**config.mk**
```make
export PLATFORM = sky130hd
export DESIGN_NAME = csi2_rx_stats
export DESIGN_NICKNAME = d
export VERILOG_FILES = /design/src/hdl/csi2_pkg.sv /design/src/hdl/csi2_rx_stats.sv
export SDC_FILE = /design/constraint.sdc
export NUM_CORES = 1
export LEC_CHECK = 0
export BUFFER_PORTS_ARGS = -buffer_cell sky130_fd_sc_hd__buf_2
export CAP_MARGIN = 25
export CELL_PAD_IN_SITES_DETAIL_PLACEMENT = 0
export CELL_PAD_IN_SITES_GLOBAL_PLACEMENT = 2
export CORE_ASPECT_RATIO = 2
export CORE_MARGIN = 1.5
export CORE_UTILIZATION = 33
export CTS_CLUSTER_SIZE = 14
export DETAILED_ROUTE_END_ITERATION = 7
export GPL_TIMING_DRIVEN = 0
export PLACE_DENSITY = 0.92
export SLEW_MARGIN = 10
export SYNTH_ARGS = -nofsm -noshare
export SYNTH_HDL_FRONTEND = slang
export SYNTH_SLANG_ARGS = --single-unit
```
**constraint.sdc**
```tcl
create_clock -name clk_i -period 5.2 [get_ports clk_i]
set_input_delay 0.52 -clock clk_i [delete_from_list [all_inputs] [get_ports clk_i]]
set_output_delay 0.52 -clock clk_i [all_outputs]
set_load 0.01 [all_outputs]
```
**src/hdl/csi2_pkg.sv**
```systemverilog
package csi2_pkg;

  typedef logic [5:0] data_type_t;

  // data types below DT_LONG_MIN are short packets
  localparam data_type_t DT_FRAME_START = 6'h00;
  localparam data_type_t DT_FRAME_END   = 6'h01;
  localparam data_type_t DT_LONG_MIN    = 6'h10;

  typedef logic [15:0] cnt_t;
  typedef logic [15:0] short_data_t;
  typedef logic [15:0] word_count_t;

  typedef struct packed {
    logic [1:0] vc;
    data_type_t dt;
  } data_id_t;

  typedef struct packed {
    logic [7:0]  ecc;          // carried, not checked
    word_count_t word_count;   // payload bytes
    data_id_t    data_id;
  } csi2_long_hdr_t;

  typedef struct packed {
    logic [7:0]  ecc;
    short_data_t short_data;   // frame/line number
    data_id_t    data_id;
  } csi2_short_hdr_t;

  // same header word, two readings of bits 23:8
  typedef union packed {
    csi2_long_hdr_t  long_hdr;
    csi2_short_hdr_t short_hdr;
  } csi2_hdr_u;

endpackage

```
**src/hdl/csi2_rx_stats.sv**
```systemverilog
`timescale 1ns/1ps

module csi2_rx_stats
(
  input  logic                  clk_i,
  input  logic                  rst_i,
  input  logic                  hdr_valid_i,
  input  csi2_pkg::csi2_hdr_u   hdr_i,
  input  logic                  crc_passed_i,
  input  logic                  crc_failed_i,
  output csi2_pkg::cnt_t        frame_cnt_o,
  output csi2_pkg::cnt_t        long_pkt_cnt_o,
  output csi2_pkg::cnt_t        crc_err_cnt_o,
  output csi2_pkg::short_data_t last_frame_num_o,
  output csi2_pkg::word_count_t last_word_count_o
);

  import csi2_pkg::*;

  logic frame_start;
  logic long_hdr;

  assign frame_start = hdr_valid_i && (hdr_i.short_hdr.data_id.dt == DT_FRAME_START);
  assign long_hdr    = hdr_valid_i && (hdr_i.long_hdr.data_id.dt >= DT_LONG_MIN);

  always_ff @(posedge clk_i or posedge rst_i)
  begin
    if (rst_i)
    begin
      frame_cnt_o      <= '0;
      last_frame_num_o <= '0;
    end
    else if (frame_start)
    begin
      frame_cnt_o      <= frame_cnt_o + 1'b1;
      last_frame_num_o <= hdr_i.short_hdr.short_data;
    end
  end

  always_ff @(posedge clk_i or posedge rst_i)
  begin
    if (rst_i)
      last_word_count_o <= '0;
    else if (long_hdr)
      last_word_count_o <= hdr_i.long_hdr.word_count;
  end

  // one crc pulse per long packet
  always_ff @(posedge clk_i or posedge rst_i)
  begin
    if (rst_i)
    begin
      long_pkt_cnt_o <= '0;
      crc_err_cnt_o  <= '0;
    end
    else
    begin
      if (crc_passed_i || crc_failed_i)
        long_pkt_cnt_o <= long_pkt_cnt_o + 1'b1;
      if (crc_failed_i)
        crc_err_cnt_o <= crc_err_cnt_o + 1'b1;
    end
  end

endmodule

```
# ---- After elaboration in Yosys (flattened, before gate mapping)
# Cells that the tools add are included.
dict set report word_totals {
  regBits 80
  inputBits 37
  out_inout_bits 80
  word_cells 13
}
dict set report op_classes {
  n_addsub 3
  order_cmp 1
  n_reduce_logical 4
}
# cell count
set op_table {}
lappend op_table {{$add 16x1->16 const B} 3}
lappend op_table {{$ge 6x5->1 const B} 1}
lappend op_table {{$logic_not 6->1} 1}
lappend op_table {{$logic_and 1x1->1} 2}
lappend op_table {{$logic_or 1x1->1} 1}

# ---- Logic depth before layout (Yosys ltp)
dict set report logic_depth {
  ltp_word 2
  depth_mapped 6
  depth_no_buf 5
}

# ---- Worst setup path after synthesis
# Ideal clock, no wire load.
dict set report synth_timing {
  path_type {input to register}
  start {input hdr_i[4] (netlist bit)}
  end {register last_word_count_o[0]}
  arrival_time_ns 1.510
  required_time_ns 5.075
  slack_ns 3.566
  cell_stages 3
  path_buffers 1
  cell_sequence {o21ai_1 > buf_2 > mux2_2}
}
dict set report synth_via {
  elab_chain_cells 2
}
# element line_no
set synth_rtl {}
lappend synth_rtl {{from (decl)} csi2_rx_stats.sv:8} ;# input csi2_pkg::csi2_hdr_u hdr_i,
lappend synth_rtl {{$ge 6x5->1} csi2_rx_stats.sv:24} ;# assign long_hdr = hdr_valid_i && (hdr_i.long_hdr.data_id.dt >= DT_LONG_MIN);
lappend synth_rtl {{$logic_and 1x1->1} csi2_rx_stats.sv:24}
lappend synth_rtl {{to (signal assigned)} csi2_rx_stats.sv:45} ;# last_word_count_o <= hdr_i.long_hdr.word_count;
lappend synth_rtl {{to (decl)} csi2_rx_stats.sv:15} ;# output csi2_pkg::word_count_t last_word_count_o
# No other way between the ends.
# A chain may end at the register's enable or synchronous reset.

# ---- Final worst setup path
dict set report layout_timing {
  start {input hdr_i[4] (netlist bit)}
  end {register last_word_count_o[4]}
}
# Same word-level chain as after synthesis.

==> metrics.md <==
| Metric | Value |
|---|---|
| Post-route antenna net violation count | `0` |
| Final std cell area, no fill | `4429 um^2` |
| Clock tree buffer depth | `2` |
| Dominant cells by area after synthesis | `dfrtp_1, nand2_1, xnor2_1, mux2_2, xor2_1` |
| Vias in the first global route | `2599` |
| Maximum vdd drop | `0.2463 mV` |
| Post-DP HPWL | `5661 um` |
| Least-Margin Pin Slew | `0.7951 ns` |
| TritonCTS clock tree | `yes` |
| Worst setup margin | `3.391 ns` |
| Synth cell types | `31` |
| Clk Tree Root Cell | `clkbuf_16` |
| Adder-cell share of the synthesized area | `1.112%` |
| Relative slew slack | `46.63%` |
| Non-filler instance count after layout | `546` |
| Synth Warn # | `0` |
| Post-synth top area share | `59.30%` |
| Total of max-cap violations | `0` |
| Power Density | `409.6 nW/um^2` |
| CTS resizes | `0` |
| Place WS | `2.893 ns` |
| Routed WL | `7659 um` |
| Worst Skew | `0.006165 ns` |
| Post-synth top area cell | `dfrtp_1` |
| Post-synth EDFFs | `0` |
| DR vias | `2489` |
| Clock transition at path regs | `0.06 ns` |
| Avg Cell Area, Syn | `11.68 um^2` |
| Fin. max-slew vios | `0` |
| Final core occ | `44.21%` |
| Complex-gate fraction of the synthesized area | `0.9637%` |
| Layout overhead on the synthesized area | `31.21%` |
| Drt drc | `0` |
| Largest family of logic cells by synthesized area | `simple AND/OR/NAND/NOR gates` |
| Cts hold-fix bufs | `0` |
| Total global routing overflow | `0` |
| Crit. End Element | `flop` |
| Placeable Area | `10020 um^2` |
| Pwr Total | `1.814 mW` |
| Tcrit/Tclk final | `34.79%` |
| Tot GR Track Use | `15.44%` |
| ANT cells | `0` |
| Die ar. | `10880 um^2` |
| Setup-failing EPs final | `0` |
| Initial antenna violation count | `0` |
| #FFs+latches synth | `80` |
| Post-synthesis mux area share | `6.004%` |
| Status | `finished, final reports clean` |
| Share of cells above drive strength 1 | `38.44%` |
| Vias per cell | `4.559` |
| Unrepaired setup endpoints after global routing | `no` |
| Leakage power | `2.325 nW` |
| First-pass GRT wire length | `12810 um` |
| Initial Utilization | `33.69%` |
| Final worst path period need | `1.809 ns` |
| Die Ht | `146.0 um` |
| # IOs | `117` |
| Worst endpoint data arrival time | `2.02 ns` |
| Post-CTS Setup Bufs | `0` |
| Fin Setup TNS | `0 ns` |
| Crit path kind | `primary input to flop` |
| Die W | `74.52 um` |
| Clk_lat worst skew | `0.33 ns` |
| Syn_nets | `329` |
| Maximum clock rate | `552.8 MHz` |
| Row Count | `52` |
| CTS sink cnt | `80` |
| Post-DP Area | `4093 um^2` |
| Starting DRT DRC Count | `116` |
| Mapped Area | `3376 um^2` |
| Placed cell count | `530` |
| Post-synthesis share of cell area spent on xor and xnor gates | `11.68%` |
| Seq/Total Area, Yosys | `59.30%` |
| PortBufs | `105` |
| Ys flop type | `dfrtp_1` |
| Routed len/inst | `14.03 um` |
| CP required | `5.41 ns` |
| Final Wtd Congestion | `0.7997` |
| Worst Hold Margin | `0.2316 ns` |
| # fillers | `1039` |
| CP max FO | `10` |
| DR pass1 iterations | `4` |
| Post-Syn Instances | `289` |
| Nets | `446` |
| Share of flip-flops with an asynchronous set or reset | `100.0%` |
| Total CTS buffers | `9` |
| Startpoint Class | `primary input` |
| Hold Crit Class | `primary input to async pin` |
| Final Hold Fails | `0` |
| CTS H-tree lvls | `3` |
| Post-synthesis simple-gate area fraction | `18.68%` |
| Largest net degree at the start of global routing | `42` |
## worst max-delay path: stages
cell and delay (ns):
buf_2 0.10, o21ai_1 0.63, buf_2 0.39, mux2_2 0.37
## cells by family after synthesis
group           Yosys count
compound gates            4
flops                    80
buf+inv                  13
simple gates            126
mux                      18
fa+ha+maj                 3
xor+xnor                 45
## cells in the final DEF, fill, tap and decap left out
cell type	instances
buf_2	109
dfrtp_1	80
nand2_1	64
xnor2_1	26
xor2_1	19
mux2_2	18
nand3_1	14
nor2_1	12
nand4_1	10
clkbuf_16	9
and4_1	5
nor4_2	4
and3_1	4
nor3_1	4
ha_1	3
bufinv_16	3
buf_4	2
buf_6	2
and2_1	2
inv_1	2
clkbuf_1	2
clkinv_2	2
nand3_2	1
nor3_2	1
nand2_2	1
inv_2	1
or3_1	1
nor2b_1	1
nor3_4	1
o21ai_0	1
o2111ai_2	1
o211ai_1	1
or2_1	1
inv_4	1
o21ai_1	1
clkinvlp_4	1
buf_12	1
## report_power, final
| part | leakage, nW | internal (mW) | switching [mW] |
|---|---|---|---|
| clock network | 0.162 | 0.467 | 0.242 |
| registers | 1.04 | 0.713 | 0.0903 |
| logic | 1.12 | 0.148 | 0.155 |
| total | 2.33 | 1.33 | 0.487 |
## cell usage after synthesis (2+ instances only)
cell type / count
dfrtp_1: 80
and3_1: 4
nand2_1: 64
and4_1: 5
inv_1: 3
buf_2: 4
nor3_1: 4
xor2_1: 19
nand3_1: 14
mux2_2: 18
xnor2_1: 26
nor2_1: 12
and2_1: 2
buf_6: 2
ha_1: 3
nand4_1: 10
buf_4: 2
nor4_2: 4
## worst paths after layout
kind                                             end                 start  slack [ns]  cells past startpoint
max in group asynchronous        last_frame_num_o[0]                 rst_i        4.37                      3
worst min register to register  last_frame_num_o[13]  last_frame_num_o[13]        0.46                      2
min in group clk_i               last_frame_num_o[8]             hdr_i[16]        0.40                      3
worst min-delay path                crc_err_cnt_o[1]                 rst_i        0.23                      2
worst max register to register    long_pkt_cnt_o[14]     long_pkt_cnt_o[0]        3.60                      5
worst max-delay path            last_word_count_o[4]              hdr_i[4]        3.39                      4
## state kept, by name, indices dropped and copies added, names as in the netlist
name,count
crc_err_cnt_o,16
frame_cnt_o,16
last_frame_num_o,16
last_word_count_o,16
long_pkt_cnt_o,16
## final cells by class
class                           instances  area (um^2)  share of cell area (%)
Clock buffer                           10        229.0                   5.169
Sequential cell                        80         2002                   45.20
Buffer                                  9        61.31                   1.384
Timing Repair Buffer                  106        545.5                   12.32
Inverter                                4        17.52                  0.3955
Multi-Input combinational cell        196         1297                   29.29
Tap cell                              135        168.9                   3.814
Clock inverter                          6        107.6                   2.429
## layer usage
layer / track usage, % / wire (um)
met1: 17.63 / 2900
met2: 26.65 / 4272
met3: 3.727 / 349
met4: 6.364 / 138
met5: 0 / 0
Power figures use the tool's default switching activity.
