`config.mk`:
```
export PLATFORM = sky130hd
export DESIGN_NAME = csi2_header_decode
export DESIGN_NICKNAME = d
export VERILOG_FILES = /design/src/hdl/csi2_pkg.sv /design/src/hdl/csi2_header_decode.sv
export SDC_FILE = /design/constraint.sdc
export NUM_CORES = 1
export LEC_CHECK = 0
export BUFFER_PORTS_ARGS = -buffer_cell sky130_fd_sc_hd__buf_4
export CORE_ASPECT_RATIO = 2
export CORE_MARGIN = 5
export CORE_UTILIZATION = 40
export DETAILED_ROUTE_END_ITERATION = 10
export GPL_TIMING_DRIVEN = 0
export PLACE_DENSITY = 0.88
export SETUP_SLACK_MARGIN = 0.1
export SYNTH_ARGS = -nofsm -noshare
export SYNTH_HDL_FRONTEND = slang
export SYNTH_SLANG_ARGS = --single-unit
```
`constraint.sdc`:
```
create_clock -name clk_i -period 1.7 [get_ports clk_i]
set_input_delay 0.425 -clock clk_i [delete_from_list [all_inputs] [get_ports clk_i]]
set_output_delay 0.425 -clock clk_i [all_outputs]
set_load 0.01 [all_outputs]
```
`src/hdl/csi2_pkg.sv`:
```
package csi2_pkg;

  typedef logic [5:0] data_type_t;

  // data types below DT_LONG_MIN are short packets
  localparam data_type_t DT_FRAME_START = 6'h00;
  localparam data_type_t DT_FRAME_END   = 6'h01;
  localparam data_type_t DT_LONG_MIN    = 6'h10;

  typedef logic [15:0] cnt_t;
  typedef logic [15:0] short_data_t;
  typedef logic [15:0] word_count_t;

  typedef struct packed {
    logic [1:0] vc;
    data_type_t dt;
  } data_id_t;

  typedef struct packed {
    logic [7:0]  ecc;          // carried, not checked
    word_count_t word_count;   // payload bytes
    data_id_t    data_id;
  } csi2_long_hdr_t;

  typedef struct packed {
    logic [7:0]  ecc;
    short_data_t short_data;   // frame/line number
    data_id_t    data_id;
  } csi2_short_hdr_t;

  // same header word, two readings of bits 23:8
  typedef union packed {
    csi2_long_hdr_t  long_hdr;
    csi2_short_hdr_t short_hdr;
  } csi2_hdr_u;

endpackage

```
`src/hdl/csi2_header_decode.sv`:
```
`timescale 1ns/1ps

module csi2_header_decode
(
  input  logic                clk_i,
  input  logic                rst_i,
  input  logic [31:0]         tdata_i,
  input  logic                tvalid_i,
  input  logic                tlast_i,
  output logic                payload_o,
  output logic                hdr_valid_o,
  output csi2_pkg::csi2_hdr_u hdr_o
);

  import csi2_pkg::*;

  csi2_hdr_u hdr_in;
  logic      expect_hdr;   // next valid beat is a header
  logic      hdr_beat;
  logic      long_hdr;

  assign hdr_in   = tdata_i;
  assign hdr_beat = tvalid_i && expect_hdr;
  assign long_hdr = hdr_in.long_hdr.data_id.dt >= DT_LONG_MIN;

  always_ff @(posedge clk_i or posedge rst_i)
  begin
    if (rst_i)
      expect_hdr <= 1'b1;
    else if (tvalid_i)
      expect_hdr <= tlast_i;
  end

  // long header with tlast set carries no payload
  always_ff @(posedge clk_i or posedge rst_i)
  begin
    if (rst_i)
      payload_o <= 1'b0;
    else if (hdr_beat)
      payload_o <= long_hdr && !tlast_i;
    else if (tvalid_i && tlast_i)
      payload_o <= 1'b0;
  end

  always_ff @(posedge clk_i or posedge rst_i)
  begin
    if (rst_i)
      hdr_valid_o <= 1'b0;
    else
      hdr_valid_o <= hdr_beat;
  end

  always_ff @(posedge clk_i)
  begin
    if (hdr_beat)
      hdr_o <= hdr_in;
  end

endmodule

```
* After elaboration in Yosys (flattened, before gate mapping)
Cells that the tools add are included.
** Storage, ports and cells
- Register bits after elaboration :: 35
- Latch bits :: 0
- RAM bits :: 0
- Memory bits (read-only) :: 0
- Word-level logic and storage cells :: 12
- Memories :: 0
** Operators by class
- $add $sub $neg :: 0
- $mul :: 0
- Divide/modulo/power cells :: 0
- $lt $le $gt $ge :: 1
- Eq/ne operators :: 0
- Shift-type cells :: 0
- Multiplexer cells :: 2
- Bitwise operators :: 0
- Reduce and logical (&&, ||, !) cells :: 5
** Operator list (number)
- greater-or-equal comparator 6 x 5 -> 1 bit, second input constant :: 1
- logical AND 1 bit :: 3
- 2-to-1 mux 1 bit :: 2
- nonzero test 2 bit :: 1
- zero test 1 bit :: 1

* Longest topological paths before layout
Gate-level depths: netlist of the first run.
- Depth in word-level cells :: 3
- Mapped depth :: 2

* Worst setup path after synthesis of the first run
Ideal clock, no wire load.
- Path kind :: reg-to-reg
- Start point :: register expect_hdr
- End point :: register hdr_o[0] (netlist name) (enable)
- Library setup time :: 375 ps
- Arrival time :: 1019 ps
- Setup slack :: 306 ps
- Cell stages (with the launch flop) :: 2
- Period minus slack after synthesis :: 1394 ps
- Path through :: dfstp_2 -> and2_2
** Between the ends
- Longest elaborated chain between the ends :: 1
** Ends and longest elaborated chain
- start, declared :: line csi2_header_decode.sv:18 : logic expect_hdr;
- start signal, assigned :: line csi2_header_decode.sv:31 : expect_hdr <= tlast_i;
- logical AND 1 bit :: line csi2_header_decode.sv:23 : assign hdr_beat = tvalid_i && expect_hdr;
- net hdr_beat :: line csi2_header_decode.sv:19 : logic hdr_beat;
- end signal, assigned :: line csi2_header_decode.sv:56 : hdr_o <= hdr_in;
- end, declared :: line csi2_header_decode.sv:12 : output csi2_pkg::csi2_hdr_u hdr_o
The timed path passes the listed nets, and every way through them passes these cells.
A chain may end at the register's enable or synchronous reset.

* Worst setup path in the final report of the first run
- Start point :: register expect_hdr
- End point :: register hdr_o[26] (netlist name) (enable)
The elaborated chain is that of the path after synthesis.

==> flow_metrics.py, run 1 <==
metrics = {
    "power_and_ir_drop": {
        "max-vdd-ir-drop_mv": 0.880,
        "powerDensity_nw_per_um2": 1020,
        "power.leakage_uw": 0.000732,
    },
    "synthesis": {
        "avgSynthCellArea_sq_um": 26.5,
        "yosys.area_share.simple_pct": 0.692,
        "yosys_warnings": 0,
        "yosys.area.top_type": "edfxtp_1",
        "synth-compound-area-share_pct": 1.96,
        "yosys-top-cells-area": "edfxtp_1 (89%), dfrtp_1 (4.6%), dfstp_2 (2.4%), mux2_4 (1.4%), o2bb2ai_1 (0.81%)",
        "synth_seq_cells": 35,
        "ys_seq_area_share_pct": 95.6,
        "netlist.area_leader.share_pct": 88.6,
        "synthMuxAreaShare_pct": 1.38,
        "synth_xor_area_share_pct": 0,
        "synth_cell_type_count": 9,
        "synth_top_family_by_area": "compound AO/OA/AOI/OAI gates",
        "synthCells": 41,
        "synthAdderAreaFrac_pct": 0,
        "syn_nets": 77,
        "syn_area_sq_um": 1080,
    },
    "critical_path": {
        "path_buf_inv": 0,
        "cp_max_fo": 33,
        "rrSetupSlack_ns": 0.38,
        "crit_family": "flip-flops",
        "critPathMaxStageDelay_ns": 0.56,
        "worstSetupStartpointType": "register",
        "path_cells": "and2_4",
        "arrival_ns": 1.26,
        "cp.required_ns": 1.63,
        "endpoint_kind": "register",
        "crit_slowest_cell": "dfstp_2",
        "crit_type": "register to register",
    },
    "grt": {
        "overflow": 0,
        "grt_pass1_wl_microns": 3620,
        "first_global_vias": 747,
        "grtUsageTotal_pct": 13.9,
        "grt_max_degree": 34,
        "antenna_found_initial": 0,
    },
    "clock_tree": {
        "clock_sinks": 35,
        "post_cts_buffers": 0,
        "root_buffer": "clkbuf_8",
        "clk_path_buf_depth": 2,
        "clock_latency_ns": 0.28,
        "clkSlewWorstSetupHoldPaths_ns": 0.06,
        "hold_buffers": 0,
        "cts_max_level": 2,
        "cts_tree": "yes",
        "cts-buffers-inserted": 5,
    },
    "sta": {
        "post-route-period-util_pct": 77.9,
        "hold_violations": 0,
        "tightest_slew_ns": 0.412,
        "setup_violations": 0,
        "report.final.slew_viol_count": 0,
        "slew_headroom_pct": 72.5,
        "fin_skew_ns": 0.00579,
        "max_freq_ghz": 0.755,
        "fin_crit_ns": 1.32,
        "fin_tns_setup_ns": 0,
        "rsz0062_at_grt": "false",
    },
    "die": {
        "coreArea_sq_um": 2570,
        "fp-row-count": 26,
        "chipHeight_microns": 83.6,
        "dieArea_sq_um": 3920,
        "initial_core_util_pct": 42.2,
        "num_io_pins": 70,
        "die_width_microns": 46.8,
    },
    "final_layout": {
        "fin_nets": 153,
        "area_delta_synth_final_pct": 58.9,
        "antennaDiodeCount": 0,
        "drive_gt1_share_pct": 66.9,
        "final_common_cell": "buf_4",
        "fin_util_pct": 67.1,
        "final_cell_mix": "buf_4 (69), edfxtp_1 (32), clkbuf_8 (5), dfrtp_1 (2)",
    },
    "place": {
        "dp_hpwl_microns": 1780,
        "routabilityCongestion": 0.670,
        "portBuffers": 69,
    },
    "route": {
        "final_antenna_net_count": 0,
        "drt-wirelength-per-cell_microns": 16.5,
        "via_per_inst": 4.53,
        "finalWirelength_microns": 2400,
        "vias": 662,
        "drc_errors": 0,
        "drtIter0Drc": 11,
        "first_pass_iters": 4,
    },
    "hold_path": {
        "hold_path_class": "input port to asynchronous set/reset pin",
    },
    "flow_run": {
        "maxCapViolations": 0,
    },
    "run_status": {
        "status": "completed",
    },
}
==> logic make-up after synthesis <==
group	after synthesis
compound gates	3
buf+inv	1
simple gates	1
flops	35
mux	1
==> stage by stage <==
stage / setup slack, ns / power (uW) / instance area (sq um) / hold slack, ns / std cells
3_5_place_dp: 0.171 / 1230 / 1640 / 0.313 / 138
5_1_grt: 0.333 / 1850 / 1720 / 0.0105 / 146
3_3_place_gp: 0.211 / 1220 / 1640 / 0.300 / 138
2_1_floorplan: 0.306 / 1090 / 1080 / 0.178 / 41
4_1_cts: 0.158 / 1780 / 1720 / 0.0120 / 146
6_report: 0.376 / 1760 / 1720 / 0.0176 / 146
==> power breakdown <==
part	switching, uW	internal, uW	total (uW)
clock	269	285	554
combinational	79.0	110	189
sequential	15.5	1000	1020
==> synthesized netlist by cell type, drive strengths merged <==
master and instances:
and2 1, mux2 1, edfxtp 32, o21ai 1, inv 1, o211ai 1
dfstp 1, dfrtp 2, o2bb2ai 1
==> timing repair <==
action / 4_1_cts / 5_1_grt
hold endpoints to repair: 0 / 0
gates resized for setup: 0 / 1
endpoints found under the setup margin: 0 / 24
==> path summary, 6_finish.rpt <==
path | startpoint | cells past startpoint | end
max reg2reg | expect_hdr$_DFFE_PP1P_ | 1 | hdr_o[26]$_DFFE_PP_
max in group asynchronous | rst_i | 2 | expect_hdr$_DFFE_PP1P_
max | expect_hdr$_DFFE_PP1P_ | 1 | hdr_o[26]$_DFFE_PP_
min reg2reg | payload_o$_DFFE_PP0P_ | 1 | payload_o$_DFFE_PP0P_
min in group clk_i | tdata_i[13] | 1 | hdr_o[13]$_DFFE_PP_
min | rst_i | 2 | payload_o$_DFFE_PP0P_
==> flip-flops by register name, summed over array words and instances, names as in the netlist <==
name	count
expect_hdr	1
hdr_valid_o	1
payload_o	1
hdr_o	32
==> per-layer routing <==
| metal | wire length, microns | track usage [%] |
|---|---|---|
| met1 | 699 | 13.5 |
| met2 | 1290 | 21.1 |
| met3 | 351 | 9.07 |
| met4 | 57 | 7.56 |
| met5 | 0 | 0 |
==> layout make-up <==
class | instances | area [sq um]
clock buffer | 6 | 72.6
clock inverter | 2 | 12.5
fill | 174 | 846
inverter | 1 | 3.75
multi-input combinational | 5 | 45.0
sequential | 35 | 1040
tap | 28 | 35.0
timing repair buffer | 69 | 518
Power figures use the tool's default switching activity.
==> run 2: changes to the inputs <==
--- a/config.mk
+++ b/config.mk
@@ -8,10 +8,10 @@
 export BUFFER_PORTS_ARGS = -buffer_cell sky130_fd_sc_hd__buf_4
 export CORE_ASPECT_RATIO = 2
 export CORE_MARGIN = 5
-export CORE_UTILIZATION = 40
+export CORE_UTILIZATION = 36
 export DETAILED_ROUTE_END_ITERATION = 10
 export GPL_TIMING_DRIVEN = 0
-export PLACE_DENSITY = 0.88
+export PLACE_DENSITY = 0.85
 export SETUP_SLACK_MARGIN = 0.1
 export SYNTH_ARGS = -nofsm -noshare
 export SYNTH_HDL_FRONTEND = slang
==> constraint.sdc (replaced) <==
create_clock -name clk_i -period 1.2 [get_ports clk_i]
set_input_delay 0.3 -clock clk_i [delete_from_list [all_inputs] [get_ports clk_i]]
set_output_delay 0.3 -clock clk_i [all_outputs]
set_load 0.01 [all_outputs]
==> run 2 against run 1 <==
Non-clock buffer count is 5 higher. Count of clock-buffer cells in the layout is 1 higher. Sequential share of layout area is 5.6 points lower. Largest cell class unchanged.
==> flow_metrics.py, run 2 (synthesis gave the netlist of run 1 again) <==
metrics = {
    "place": {
        "dpl_cell_area_sq_um": 1640,
        "routabilityCongestion": 0.754,
        "portBuffers": 69,
        "dp_cells": 140,
    },
    "final_layout": {
        "design_area_sq_um": 1900,
        "instances_no_fill": 156,
        "final-seq-area_sq_um": 1040,
        "nFillCells": 226,
        "regMostFlops": "hdr_o",
        "fin_nets": 161,
        "fin_util_pct": 64.6,
        "area_delta_synth_final_pct": 75.3,
        "final_common_cell": "buf_4",
        "drive_gt1_share_pct": 67.5,
        "largest_reg_flops": 32,
        "antennaDiodeCount": 0,
        "final_cell_mix": "buf_4 (43), edfxtp_1 (32), buf_6 (30), clkbuf_8 (5), and2_4 (4)",
        "multi_input_area_sq_um": 71.3,
    },
    "grt": {
        "overflow": 0,
        "grt_max_degree": 17,
        "antenna_found_initial": 0,
        "grt_pass1_wl_microns": 3930,
        "first_global_vias": 797,
        "grtUsageTotal_pct": 13.1,
    },
    "sta": {
        "tightest_slew_ns": 0.207,
        "fin_skew_ns": 0.00441,
        "post-route-period-util_pct": 95.9,
        "report.final.slew_viol_count": 0,
        "hold_violations": 0,
        "max_freq_ghz": 0.869,
        "slew_headroom_pct": 86.2,
        "fin_crit_ns": 1.15,
        "setup_violations": 0,
        "holdWs_ns": 0.190,
        "rsz0062_at_grt": "true",
    },
    "clock_tree": {
        "clkSlewWorstSetupHoldPaths_ns": 0.07,
        "clock_sinks": 35,
        "cts-buffers-inserted": 5,
        "clk_path_buf_depth": 2,
        "cts_max_level": 2,
        "root_buffer": "clkbuf_8",
        "cts_tree": "yes",
        "clock_latency_ns": 0.28,
    },
    "critical_path": {
        "worstSetupStartpointType": "register",
        "rrSetupSlack_ns": 0.05,
        "cp_max_fo": 5,
        "critPathMaxStageDelay_ns": 0.56,
        "path_cells": "buf_4 > and2_4",
        "crit_type": "register to register",
        "endpoint_kind": "register",
        "crit_slowest_cell": "dfstp_2",
        "arrival_ns": 1.14,
        "cp.required_ns": 1.19,
    },
    "die": {
        "coreArea_sq_um": 2940,
        "num_io_pins": 70,
        "die_width_microns": 48.8,
        "dieArea_sq_um": 4280,
        "initial_core_util_pct": 36.9,
        "chipHeight_microns": 87.6,
        "fp-row-count": 28,
    },
    "route": {
        "first_pass_iters": 4,
        "vias": 695,
        "drt-wirelength-per-cell_microns": 17.0,
        "final_antenna_net_count": 0,
        "finalWirelength_microns": 2650,
        "drc_errors": 0,
        "via_per_inst": 4.46,
        "drtIter0Drc": 6,
    },
    "flow_run": {
        "maxCapViolations": 0,
    },
    "power_and_ir_drop": {
        "max-vdd-ir-drop_mv": 1.15,
        "power.leakage_uw": 0.000807,
        "powerDensity_nw_per_um2": 1350,
    },
    "hold_path": {
        "hold_path_class": "input port to register",
    },
    "run_status": {
        "status": "completed",
    },
}
run 2: area by class of cell:
cell class / instances / share of cell area, %
tap: 30 / 1.97
multi-input combinational: 8 / 3.75
clock buffer: 7 / 4.01
inverter: 1 / 0.197
timing repair buffer: 74 / 35.3
sequential: 35 / 54.5
clock inverter: 1 / 0.263
run 2: stage by stage:
stage	TNS, ns	setup slack [ns]	power [uW]
floorplan	-0.132	-0.00414	1540
CTS	0	0.0580	2580
global placement	-2.65	-0.0837	1730
detailed placement	-3.54	-0.111	1740
global route	0	0.0233	2680
finish	0	0.0490	2580
run 2: path summary, 6_finish.rpt:
kind / endpoint / start / cells past startpoint
setup reg to reg: hdr_o[6]$_DFFE_PP_ / expect_hdr$_DFFE_PP1P_ / 2
min in group asynchronous: payload_o$_DFFE_PP0P_ / rst_i / 3
max in group asynchronous: expect_hdr$_DFFE_PP1P_ / rst_i / 3
setup / recovery: hdr_o[6]$_DFFE_PP_ / expect_hdr$_DFFE_PP1P_ / 2
hold / removal: hdr_o[11]$_DFFE_PP_ / tdata_i[11] / 1
hold reg to reg: payload_o$_DFFE_PP0P_ / payload_o$_DFFE_PP0P_ / 2
run 2: timing repair:
| item | CTS | global route |
|---|---|---|
| buffers inserted | 4 | 0 |
| pin swaps | 2 | 1 |
| hold endpoints to repair | 2 | 0 |
| hold buffers | 1 | 0 |
| endpoints found under the setup margin | 52 | 59 |
| resized for setup | 18 | 16 |
| cloned | 3 | 0 |
run 2: per-layer routing:
layer | vias to the layer above | track usage [%] | share of wire (%)
li1 | 330 | - | -
met1 | 318 | 10.2 | 29
met2 | 41 | 24.4 | 58
met3 | 6 | 7.50 | 11
met4 | 0 | 6.62 | 2.1
met5 | - | 0 | 0
run 2: report_power, final:
part	internal (uW)	switching, uW
Clock	406	376
Sequential	1420	32.7
Combinational	216	124
run 2: worst max-delay path, delay by kind of cell, from the launching register on:
family | cells | cell delay [ns]
and+or+nand+nor | 1 | 0.18
buffers and inverters | 1 | 0.13
DFF | 1 | 0.56
